[src/rtl/stream_pkg.sv]
//################################################
// Line formats of the 36-bit and 72-bit streams
// Occupancy 0 always means the whole line is valid
// Bits 71..69 of a 72-bit line carry no information
//################################################
`default_nettype none

package stream_pkg;

   // Line widths
   localparam int W36 = 36;
   localparam int W72 = 72;

   // Payload width of one 36-bit line, also half of a 72-bit payload
   localparam int DW = 32;

   // 36-bit line control fields
   localparam int SOF36    = 32;
   localparam int EOF36    = 33;
   localparam int OCC36_LO = 34;

   // 72-bit line control fields
   localparam int SOF72    = 64;
   localparam int EOF72    = 65;
   localparam int OCC72_LO = 66;

   // Valid byte counts of a last line
   typedef logic [1:0] occ36_t;
   typedef logic [2:0] occ72_t;

   // Packet ends on the first half of a 72-bit line
   localparam occ72_t OCC_END_FIRST [4] = '{3'd4, 3'd1, 3'd2, 3'd3};

   // Packet ends on the second half
   // Full 36-bit last line gives a full 72-bit line
   localparam occ72_t OCC_END_SECOND [4] = '{3'd0, 3'd5, 3'd6, 3'd7};

endpackage

`default_nettype wire

[src/rtl/ctrl_pkg.sv]
//################################################
// FSM encodings of the packer and the merge arbiter
// Lane numbers are one bit, so only two lanes exist
//################################################
`default_nettype none

package ctrl_pkg;

   // Packer FSM
   // EMPTY holds nothing, HALF holds the first line of a pair,
   // FULL holds a complete 72-bit line waiting to leave
   typedef enum logic [1:0] {
      EMPTY = 2'd0,
      HALF  = 2'd1,
      FULL  = 2'd2
   } pack_state_t;

   // Merge arbiter FSM
   // IDLE sits between packets, LANE0 and LANE1 lock a lane until eof
   typedef enum logic [1:0] {
      IDLE  = 2'd0,
      LANE0 = 2'd1,
      LANE1 = 2'd2
   } merge_state_t;

   // Lane number, 0 is lane a and 1 is lane b
   typedef logic lane_t;

endpackage

`default_nettype wire

[src/rtl/fifo_short.sv]
//################################################
// 16-entry synchronous FIFO with src_rdy/dst_rdy
// Read data is taken straight from the array
// No almost-full or level outputs
//################################################
`timescale 1ns/10ps
`default_nettype none

module fifo_short
#(
   parameter int WIDTH = 36
)
(
   input  wire              clk,
   input  wire              reset,
   input  wire              clear_i,
   input  wire [WIDTH-1:0]  data_i,
   input  wire              src_rdy_i,
   output logic             dst_rdy_o,
   output logic [WIDTH-1:0] data_o,
   output logic             src_rdy_o,
   input  wire              dst_rdy_i
);

   // Entry count, needs one bit more than the pointers
   localparam logic [4:0] DEPTH = 5'd16;

   logic [WIDTH-1:0] mem [DEPTH];
   logic [3:0]       wr_ptr;
   logic [3:0]       rd_ptr;
   logic [4:0]       count;
   logic             do_write;
   logic             do_read;

   // Ready flags come only from the count, never from the neighbours
   assign dst_rdy_o = (count != DEPTH);
   assign src_rdy_o = (count != 5'd0);

   assign do_write = src_rdy_i & dst_rdy_o;
   assign do_read  = src_rdy_o & dst_rdy_i;

   // Head entry is visible the cycle after it was written
   assign data_o = mem[rd_ptr];

   // Storage array
   always_ff @(posedge clk)
   begin
      if (do_write)
         mem[wr_ptr] <= data_i;
   end

   // Pointers wrap naturally at 16
   always_ff @(posedge clk)
   begin
      if (reset | clear_i)
      begin
         wr_ptr <= '0;
         rd_ptr <= '0;
         count  <= '0;
      end
      else
      begin
         if (do_write)
            wr_ptr <= wr_ptr + 4'd1;
         if (do_read)
            rd_ptr <= rd_ptr + 4'd1;
         // Simultaneous read and write leaves the count alone
         case ({do_write, do_read})
            2'b10:   count <= count + 5'd1;
            2'b01:   count <= count - 5'd1;
            default: count <= count;
         endcase
      end
   end

endmodule

`default_nettype wire

[src/rtl/fifo36_to_fifo72.sv]
//################################################
// Packs pairs of 36-bit lines into 72-bit lines
// Odd packets leave the second half of the last line stale
// Malformed frames are not detected
//################################################
`timescale 1ns/10ps
`default_nettype none

module fifo36_to_fifo72
#(
   // 0 puts the first line in the upper half, 1 in the lower half
   parameter int LE = 0
)
(
   input  wire                        clk,
   input  wire                        reset,
   input  wire                        clear_i,
   input  wire [stream_pkg::W36-1:0]  f36_data_i,
   input  wire                        f36_src_rdy_i,
   output logic                       f36_dst_rdy_o,
   output logic [stream_pkg::W72-1:0] f72_data_o,
   output logic                       f72_src_rdy_o,
   input  wire                        f72_dst_rdy_i
);
   import stream_pkg::*;
   import ctrl_pkg::*;

   // Head FIFO side
   logic [W36-1:0] head_data;
   logic           head_src_rdy;
   logic           head_dst_rdy;

   // Fields of the line at the head FIFO output
   logic           in_sof;
   logic           in_eof;
   occ36_t         in_occ;

   // Pack register
   pack_state_t    state;
   logic [DW-1:0]  dat0;
   logic [DW-1:0]  dat1;
   logic           pack_sof;
   logic           pack_eof;
   occ72_t         pack_occ;

   // Tail FIFO side
   logic [W72-1:0] pack_data;
   logic           pack_src_rdy;
   logic           pack_dst_rdy;

   logic           xfer_out;
   logic           load_lo;
   logic           load_hi;

   // Input decoupling, keeps ready paths out of the pack logic
   fifo_short #(.WIDTH(W36)) head_fifo
   (
      .clk       (clk),
      .reset     (reset),
      .clear_i   (clear_i),
      .data_i    (f36_data_i),
      .src_rdy_i (f36_src_rdy_i),
      .dst_rdy_o (f36_dst_rdy_o),
      .data_o    (head_data),
      .src_rdy_o (head_src_rdy),
      .dst_rdy_i (head_dst_rdy)
   );

   assign in_sof = head_data[SOF36];
   assign in_eof = head_data[EOF36];
   assign in_occ = head_data[OCC36_LO +: $bits(occ36_t)];

   assign xfer_out = pack_src_rdy & pack_dst_rdy;

   // First half loads when empty, or when the full line leaves this cycle
   assign load_lo = head_src_rdy & ((state == EMPTY) | ((state == FULL) & xfer_out));
   assign load_hi = head_src_rdy & (state == HALF);

   // Blocked only by a full line that cannot leave
   assign head_dst_rdy = (state != FULL) | xfer_out;
   assign pack_src_rdy = (state == FULL);

   // FSM and occupancy, non-eof lines always carry occupancy 0
   always_ff @(posedge clk)
   begin
      if (reset | clear_i)
      begin
         state    <= EMPTY;
         pack_occ <= '0;
      end
      else if (load_lo)
      begin
         // A one-line tail closes the pair early
         state    <= in_eof ? FULL : HALF;
         pack_occ <= in_eof ? OCC_END_FIRST[in_occ] : '0;
      end
      else if (load_hi)
      begin
         state    <= FULL;
         pack_occ <= in_eof ? OCC_END_SECOND[in_occ] : '0;
      end
      else if (xfer_out)
      begin
         state    <= EMPTY;
         pack_occ <= '0;
      end
   end

   // Payload halves, sof from the first line and eof from the last
   always_ff @(posedge clk)
   begin
      if (load_lo)
      begin
         dat0     <= head_data[DW-1:0];
         pack_sof <= in_sof;
         pack_eof <= in_eof;
      end
      else if (load_hi)
      begin
         dat1     <= head_data[DW-1:0];
         pack_eof <= in_eof;
      end
   end

   // Build the 72-bit line, padding bits stay zero
   // LE 0 puts the first line on top
   assign pack_data = {3'b000, pack_occ, pack_eof, pack_sof,
                       ((LE == 0) ? {dat0, dat1} : {dat1, dat0})};

   // Output decoupling toward the merger
   fifo_short #(.WIDTH(W72)) tail_fifo
   (
      .clk       (clk),
      .reset     (reset),
      .clear_i   (clear_i),
      .data_i    (pack_data),
      .src_rdy_i (pack_src_rdy),
      .dst_rdy_o (pack_dst_rdy),
      .data_o    (f72_data_o),
      .src_rdy_o (f72_src_rdy_o),
      .dst_rdy_i (f72_dst_rdy_i)
   );

endmodule

`default_nettype wire

[src/rtl/fifo72_merge.sv]
//################################################
// Round-robin merge of two 72-bit packet streams
// Packets stay whole, a granted lane holds until eof
// Data and ready pass through with no added cycle
//################################################
`timescale 1ns/10ps
`default_nettype none

module fifo72_merge
(
   input  wire                        clk,
   input  wire                        reset,
   input  wire                        clear_i,
   input  wire [stream_pkg::W72-1:0]  a_data_i,
   input  wire                        a_src_rdy_i,
   output logic                       a_dst_rdy_o,
   input  wire [stream_pkg::W72-1:0]  b_data_i,
   input  wire                        b_src_rdy_i,
   output logic                       b_dst_rdy_o,
   output logic [stream_pkg::W72-1:0] out_data_o,
   output logic                       out_src_rdy_o,
   output ctrl_pkg::lane_t            out_lane_o,
   input  wire                        out_dst_rdy_i
);
   import stream_pkg::*;
   import ctrl_pkg::*;

   merge_state_t state;

   // Lane granted for the most recent packet
   lane_t        last_grant;

   // Lane currently steering the output mux
   lane_t        sel;

   logic         xfer;

   // Lane choice
   // A locked state wins, otherwise a lone ready lane,
   // otherwise the lane not served last
   always_comb
   begin
      case (state)
         LANE0:   sel = 1'b0;
         LANE1:   sel = 1'b1;
         default:
         begin
            if (a_src_rdy_i & b_src_rdy_i)
               sel = ~last_grant;
            else
               sel = b_src_rdy_i;
         end
      endcase
   end

   // Output mux for the selected lane
   assign out_data_o    = sel ? b_data_i : a_data_i;
   assign out_src_rdy_o = sel ? b_src_rdy_i : a_src_rdy_i;
   assign out_lane_o    = sel;

   // The other lane sees no ready until the packet is through
   assign a_dst_rdy_o = ~sel & out_dst_rdy_i;
   assign b_dst_rdy_o = sel & out_dst_rdy_i;

   assign xfer = out_src_rdy_o & out_dst_rdy_i;

   // Lock the lane as soon as it shows a line, even a stalled one,
   // so the output cannot switch under back-pressure
   always_ff @(posedge clk)
   begin
      if (reset | clear_i)
      begin
         state      <= IDLE;
         // Pretend lane b went last, so lane a gets the first tie
         last_grant <= 1'b1;
      end
      else
      begin
         if (xfer & out_data_o[EOF72])
            state <= IDLE;
         else if (out_src_rdy_o)
            state <= sel ? LANE1 : LANE0;

         // Grant is recorded once per packet, when leaving IDLE
         if ((state == IDLE) & out_src_rdy_o)
            last_grant <= sel;
      end
   end

endmodule

`default_nettype wire

[src/rtl/dual_fifo36_to_fifo72.sv]
//################################################
// Two 36-to-72 packers feeding a packet merger
// LE applies to both lanes alike
//################################################
`timescale 1ns/10ps
`default_nettype none

module dual_fifo36_to_fifo72
#(
   parameter int LE = 0
)
(
   input  wire                        clk,
   input  wire                        reset,
   input  wire                        clear_i,
   input  wire [stream_pkg::W36-1:0]  in_a_data_i,
   input  wire                        in_a_src_rdy_i,
   output logic                       in_a_dst_rdy_o,
   input  wire [stream_pkg::W36-1:0]  in_b_data_i,
   input  wire                        in_b_src_rdy_i,
   output logic                       in_b_dst_rdy_o,
   output logic [stream_pkg::W72-1:0] out_data_o,
   output logic                       out_src_rdy_o,
   output ctrl_pkg::lane_t            out_lane_o,
   input  wire                        out_dst_rdy_i
);
   import stream_pkg::*;

   // Packed lane a toward the merger
   logic [W72-1:0] a72_data;
   logic           a72_src_rdy;
   logic           a72_dst_rdy;

   // Packed lane b toward the merger
   logic [W72-1:0] b72_data;
   logic           b72_src_rdy;
   logic           b72_dst_rdy;

   fifo36_to_fifo72 #(.LE(LE)) u_pack_a
   (
      .clk           (clk),
      .reset         (reset),
      .clear_i       (clear_i),
      .f36_data_i    (in_a_data_i),
      .f36_src_rdy_i (in_a_src_rdy_i),
      .f36_dst_rdy_o (in_a_dst_rdy_o),
      .f72_data_o    (a72_data),
      .f72_src_rdy_o (a72_src_rdy),
      .f72_dst_rdy_i (a72_dst_rdy)
   );

   fifo36_to_fifo72 #(.LE(LE)) u_pack_b
   (
      .clk           (clk),
      .reset         (reset),
      .clear_i       (clear_i),
      .f36_data_i    (in_b_data_i),
      .f36_src_rdy_i (in_b_src_rdy_i),
      .f36_dst_rdy_o (in_b_dst_rdy_o),
      .f72_data_o    (b72_data),
      .f72_src_rdy_o (b72_src_rdy),
      .f72_dst_rdy_i (b72_dst_rdy)
   );

   // Lane a is lane 0, lane b is lane 1
   fifo72_merge u_merge
   (
      .clk           (clk),
      .reset         (reset),
      .clear_i       (clear_i),
      .a_data_i      (a72_data),
      .a_src_rdy_i   (a72_src_rdy),
      .a_dst_rdy_o   (a72_dst_rdy),
      .b_data_i      (b72_data),
      .b_src_rdy_i   (b72_src_rdy),
      .b_dst_rdy_o   (b72_dst_rdy),
      .out_data_o    (out_data_o),
      .out_src_rdy_o (out_src_rdy_o),
      .out_lane_o    (out_lane_o),
      .out_dst_rdy_i (out_dst_rdy_i)
   );

endmodule

`default_nettype wire

[config.mk]
export PLATFORM = sky130hd
export DESIGN_NAME = dual_fifo36_to_fifo72
export DESIGN_NICKNAME = d
export VERILOG_FILES = /design/src/rtl/stream_pkg.sv /design/src/rtl/ctrl_pkg.sv /design/src/rtl/fifo_short.sv /design/src/rtl/fifo36_to_fifo72.sv /design/src/rtl/fifo72_merge.sv /design/src/rtl/dual_fifo36_to_fifo72.sv
export SDC_FILE = /design/constraint.sdc
export NUM_CORES = 2
export LEC_CHECK = 0
export ABC_AREA = 1
export CAP_MARGIN = 20
export CORE_MARGIN = 8
export CORE_UTILIZATION = 40
export DETAILED_ROUTE_END_ITERATION = 7
export DONT_BUFFER_PORTS = 1
export GPL_ROUTABILITY_DRIVEN = 0
export SYNTH_ARGS = -nofsm -noshare
export SYNTH_HDL_FRONTEND = slang
export SYNTH_SLANG_ARGS = --single-unit
[constraint.sdc]
create_clock -name clk -period 5.9 [get_ports clk]
set_input_delay 1.18 -clock clk [delete_from_list [all_inputs] [get_ports clk]]
set_output_delay 1.18 -clock clk [all_outputs]
set_load 0.03 [all_outputs]
# --- Word level (Yosys, flattened, before mapping) ---
# Memory sizes are Yosys's and may differ from the RTL's. A register that Yosys moved wholly into a read port is not among the register bits.
# Cells that the tools add are included.
word_totals:
  ramBits: 3360
  word_cells: 176
  regBits: 197
  input_bits: 78
  n_memories: 4
  output_inout_bits: 76
mem_list:
  columns: ["name", "words", "width", "rd", "rd_ports_with_merged_regs", "write_ports", "line_no", "source"]
  rows:
  - ["u_pack_a.tail_fifo.mem", 16, 69, 1, 1, 1, "fifo_short.sv:28", "logic [WIDTH-1:0] mem [DEPTH];"]
  - ["u_pack_b.tail_fifo.mem", 16, 69, 1, 1, 1, "fifo_short.sv:28", null]
  - ["u_pack_a.head_fifo.mem", 16, 36, 1, 1, 1, "fifo_short.sv:28", null]
  - ["u_pack_b.head_fifo.mem", 16, 36, 1, 1, 1, "fifo_short.sv:28", null]
op_classes:
  n_eq_ne: 20
  order_cmp: 2
  addsub: 16
  reduce_logical: 18
  muxes: 59
  bitwise_logic: 31
ops:
  columns: ["cell", "count"]
  rows:
  - ["$mux 72", 1]
  - ["$mux 3", 18]
  - ["$pmux 5 s2", 4]
  - ["$add 4x1->4 const B", 8]
  - ["$mux 4", 8]
  - ["$bmux 3 s2", 4]
  - ["$add 5x1->5 const B", 4]
  - ["$and 1x1->1", 20]
  - ["$ne 5x5->1 const B", 4]
  - ["$reduce_bool 5->1", 4]
  - ["$sub 5x1->5 const B", 4]
  - ["$mux 2", 9]
  - ["$eq 2x1->1 const B", 7]
  - ["$eq 2x2->1 const B", 7]
  - ["$mux 1", 14]
  - ["$reduce_bool 2->1", 6]
  - ["$ge 3x3->1 const B", 2]
  - ["$logic_not 2->1", 3]
  - ["$not 2->3", 2]
  - ["$reduce_bool 3->1", 2]
  - ["$or 1x1->1", 5]
  - ["$ne 2x2->1 const B", 2]
  - ["$not 1->1", 4]
  - ["$reduce_and 2->1", 2]
  - ["other kinds (2)", 2]

# --- Depth between registers and ports, before layout ---
logic_depth:
  ltp_word: 9
  depth_mapped: 17
  ltp_nobuf: 17

# --- Hierarchy ---
# From an unflattened synthesis, not the netlist that was laid out.
unflattened:
  cells_unflattened: 10090
  area_unflattened_um2: 147701.7
by_module_without_submodules:
  columns: ["mod", "n_inst", "cells_per_inst", "seq_area_each_um2", "area_each_um2"]
  rows:
  - ["fifo_short at u_pack_a.head_fifo ...", 2, 1645, 17636.9, 24074.3]
  - ["fifo_short at u_pack_b.tail_fifo", 1, 3155, 34933.5, 46940.0]
  - ["fifo_short at u_pack_a.tail_fifo", 1, 3156, 34933.5, 46917.5]
  - ["fifo36_to_fifo72", 2, 113, 2082.0, 2282.2]
  - ["fifo72_merge", 1, 263, 60.1, 1131.1]

# --- Least setup slack after synthesis ---
# No wires, ideal clock.
synth_timing:
  path_type: "register to register"
  startpoint: "register u_pack_a.tail_fifo.count[1]"
  endpoint: "memory u_pack_a.tail_fifo.mem[11][0] (netlist bit), enable pin"
  arrival_ns: 3.862
  path_slack_ns: 1.542
  n_path_buf: 0
  t_required_ns: 5.403
  path_stages_with_launch: 7
  path_cell_list: "dfxtp_1 inv_1 nand4_1 nand2_1 inv_1 nand2_1 nor2_1"
synth_via:
  elab_chain_cells: 4
synth_lines:
  columns: ["item", "line_no", "source"]
  rows:
  - ["start, declared", "fifo_short.sv:31", "logic [4:0] count;"]
  - ["start signal, assigned", "fifo_short.sv:69", "2'b10: count <= count + 5'd1;"]
  - ["start signal, assigned", "fifo_short.sv:70", "2'b01: count <= count - 5'd1;"]
  - ["start signal, assigned", "fifo_short.sv:71", "default: count <= count;"]
  - ["$ne 5x5->1", "fifo_short.sv:36", "assign dst_rdy_o = (count != DEPTH);"]
  - ["$and 1x1->1", "fifo_short.sv:39", "assign do_write = src_rdy_i & dst_rdy_o;"]
  - ["$mux 1", "fifo_short.sv:48", "if (do_write)"]
  - ["$mux 1 (not written as such)", "fifo_short.sv:49", "mem[wr_ptr] <= data_i;"]
  - ["end, declared", "fifo_short.sv:28", null]
# No other way between the ends.

==> impl_metrics.yaml <==
cts:
  cts.reportedPaths.clkPinSlew_ns: 0.06
  clock_latency_ns: 0.92
  cts-root-buf: "clkbuf_16"
  cts_setup_buffers: 0
  htreeDepth: 5
  cts_buffers: 359
  cts_buffer_depth: 4
  cts_tree: "done"
  clock_sinks: 3573
  cts_resized: 0
  cts_hold_buf: 0
final_layout:
  layout_common_cells: "edfxtp_1, nor2_1, o21ai_0, o221ai_1, nand2_1"
  fillers: 29849
  seq_area_sq_um: 106500
  nets: 9971
  multi_input_area_sq_um: 28650
  drive_above_1_share: 0.07971
  final_common_cell: "edfxtp_1"
  syn2layout_area_growth_pct: 12.07
synth:
  ys_types: 36
  synthCells: 9990
  synth_seq_cells: 3573
  yosys_most_used_dff: "edfxtp_1"
  yosysSeqAreaShare: 0.7694
  ys_async_sr_fraction: 0
  synthesis.area_sq_um: 138400
  synth_warnings: 0
  synth_edf_count: 3492
  postSynthAreaPerCell_sq_um: 13.85
global_route:
  grt_pass1_vias: 83209
  overflow: 0
  grt_max_degree: 201
  grt_pass1_wl_mm: 563.0
  track_usage: 0.2060
  antenna_found_initial: 19
timing:
  fmax_mhz: 177.1
  setup_viol: 0
  finalClockSkew_ns: 0.03485
  tightest_slew_ns: 1.193
  min_period_ns: 5.647
  setup_tns_ns: 0
  period_share: 0.9572
  hold_viol: 0
  slew_headroom: 0.2050
  fin_ws_ns: 0.2526
  rsz0062_at_grt: "false"
  slew_violations: 0
detailed_routing:
  detail-route-antenna-nets: 0
  drt_iter0_drc: 10777
  drc: 0
  wl_per_cell_microns: 26.61
  drt-pass1-iter-count: 6
  vias: 85862
  postRouteWirelength_mm: 392.1
  avgViaCountPerCell: 5.827
power_and_ir_drop:
  power.density_nw_per_um2: 409.2
  ir_drop_v: 0.0004438
  leakage_nw: 49.11
setup_path:
  critPathSlowestCell: "dfxtp_4"
  max_stage_delay_ns: 0.96
  worst-path-max-fanout: 85
  critical_path.startpoint_type: "register"
  crit_arrival_ns: 4.47
  critPathKind: "register to primary output"
  end_kind: "primary output"
  crit_required_ns: 4.72
  crit_chain: "buf_4, o21ai_0, o221ai_1, nand3_1, nand2_1, nor2_1, a21oi_1, buf_4"
  crit_top_cell: "buf_4"
  rrSetupSlack_ns: 1.68
placed_design:
  io_buffer_count: 0
  dp_hpwl_mm: 206.7
  dp_slack_ns: 1.128
floorplanning:
  core_sq_um: 345400
  io_pins: 154
  die_y_microns: 604.2
  fp.dieArea_sq_um: 365100
  die_w_microns: 604.2
  placementRows: 216
  initial_core_util: 0.4007
worst_hold_path:
  hp-class: "primary input to register"
run_status:
  status: "finished, final reports clean"
job:
  maxCapViolCount: 0
-- worst max-delay path: cells and delay by family (launching register included) --
family,cells,cell delay (ns)
DFF,1,0.96
AOI/OAI and AO/OA,3,1.11
buffers and inverters,2,1.06
and+or+nand+nor,3,0.35
-- Yosys cell counts, drive strengths merged (6+ instances only) --
library cell / count / share of area
ha: 37 / 0.0033
buf: 267 / 0.010
dfxtp: 81 / 0.012
edfxtp: 3492 / 0.76
nand3: 341 / 0.012
a31oi: 42 / 0.0019
o22ai: 174 / 0.0079
nand4: 6 / 0.00027
a21oi: 160 / 0.0058
and2: 9 / 0.00041
o211ai: 188 / 0.010
inv: 170 / 0.0046
o21ai: 1705 / 0.062
nand2: 426 / 0.012
o221ai: 553 / 0.035
xnor2: 6 / 0.00038
clkbuf: 448 / 0.012
nor2: 1828 / 0.050
xor2: 11 / 0.00070
o21a: 26 / 0.0014
-- worst paths after layout --
kind | from | endpoint | cells past startpoint
worst min register to register | u_merge.last_grant | u_merge.last_grant | 2
worst min-delay path | in_a_data_i[13] | u_pack_a.head_fifo.mem[11][13] | 0
worst max register to register | u_pack_a.tail_fifo.count[0] | u_pack_b.tail_fifo.count[4] | 19
worst max-delay path | register | out_data_o[9] | 8
-- state kept, by name, summed over array words and instances, names as in the netlist, 32 cells and up, named ones only --
signal	count
u_pack_a.dat0	32
u_pack_a.dat1	32
u_pack_a.head_fifo.mem	576
u_pack_a.tail_fifo.mem	1104
u_pack_b.dat0	32
u_pack_b.dat1	32
u_pack_b.head_fifo.mem	576
u_pack_b.tail_fifo.mem	1104
-- per-layer routing --
layer / routed length [microns] / vias to the layer above / share of wire / global-route usage
li1: - / 37589 / - / -
met1: 160500 / 43724 / 0.41 / 0.2805
met2: 180000 / 3891 / 0.46 / 0.3277
met3: 36130 / 646 / 0.092 / 0.04159
met4: 15270 / 12 / 0.039 / 0.07750
met5: 84 / - / 0.00021 / 0
-- cells by family after synthesis --
logic type,synth area share
buf+inv,0.02726
simple gates,0.07445
compound gates,0.1241
xor+xnor,0.001076
fa+ha+maj,0.003634
flops,0.7694
other cells,0.00002710
-- metrics by stage --
stage	cells	area (sq um)	utilization	hold WS [ns]	power, mW
after global routing	14728	155100	0.4490	0.3191	65.56
after CTS	14726	155100	0.4489	0.2764	63.72
after global placement	14066	143800	0.4165	0.4486	41.84
final	14735	155100	0.4491	0.3608	63.47
after detailed placement	14070	143900	0.4167	0.4526	42.16
after floorplan	9992	138400	-	0.4290	37.27
-- where the power goes --
part	total [mW]	switching [mW]	internal, mW
Combinational	9.91	7.76	2.15
Sequential	31.8	1.50	30.3
Clock	21.8	9.48	12.3
-- final cells by class --
type / instances / area share
sequential: 3573 / 0.6869
multi-input combinational: 5530 / 0.1847
clock buffer: 455 / 0.06098
tap: 4578 / 0.03693
timing repair buffer: 216 / 0.01497
clock inverter: 201 / 0.01080
inverter: 174 / 0.004590
antenna: 8 / 0.0001291
No activity file was read; power rests on OpenSTA's default activity.
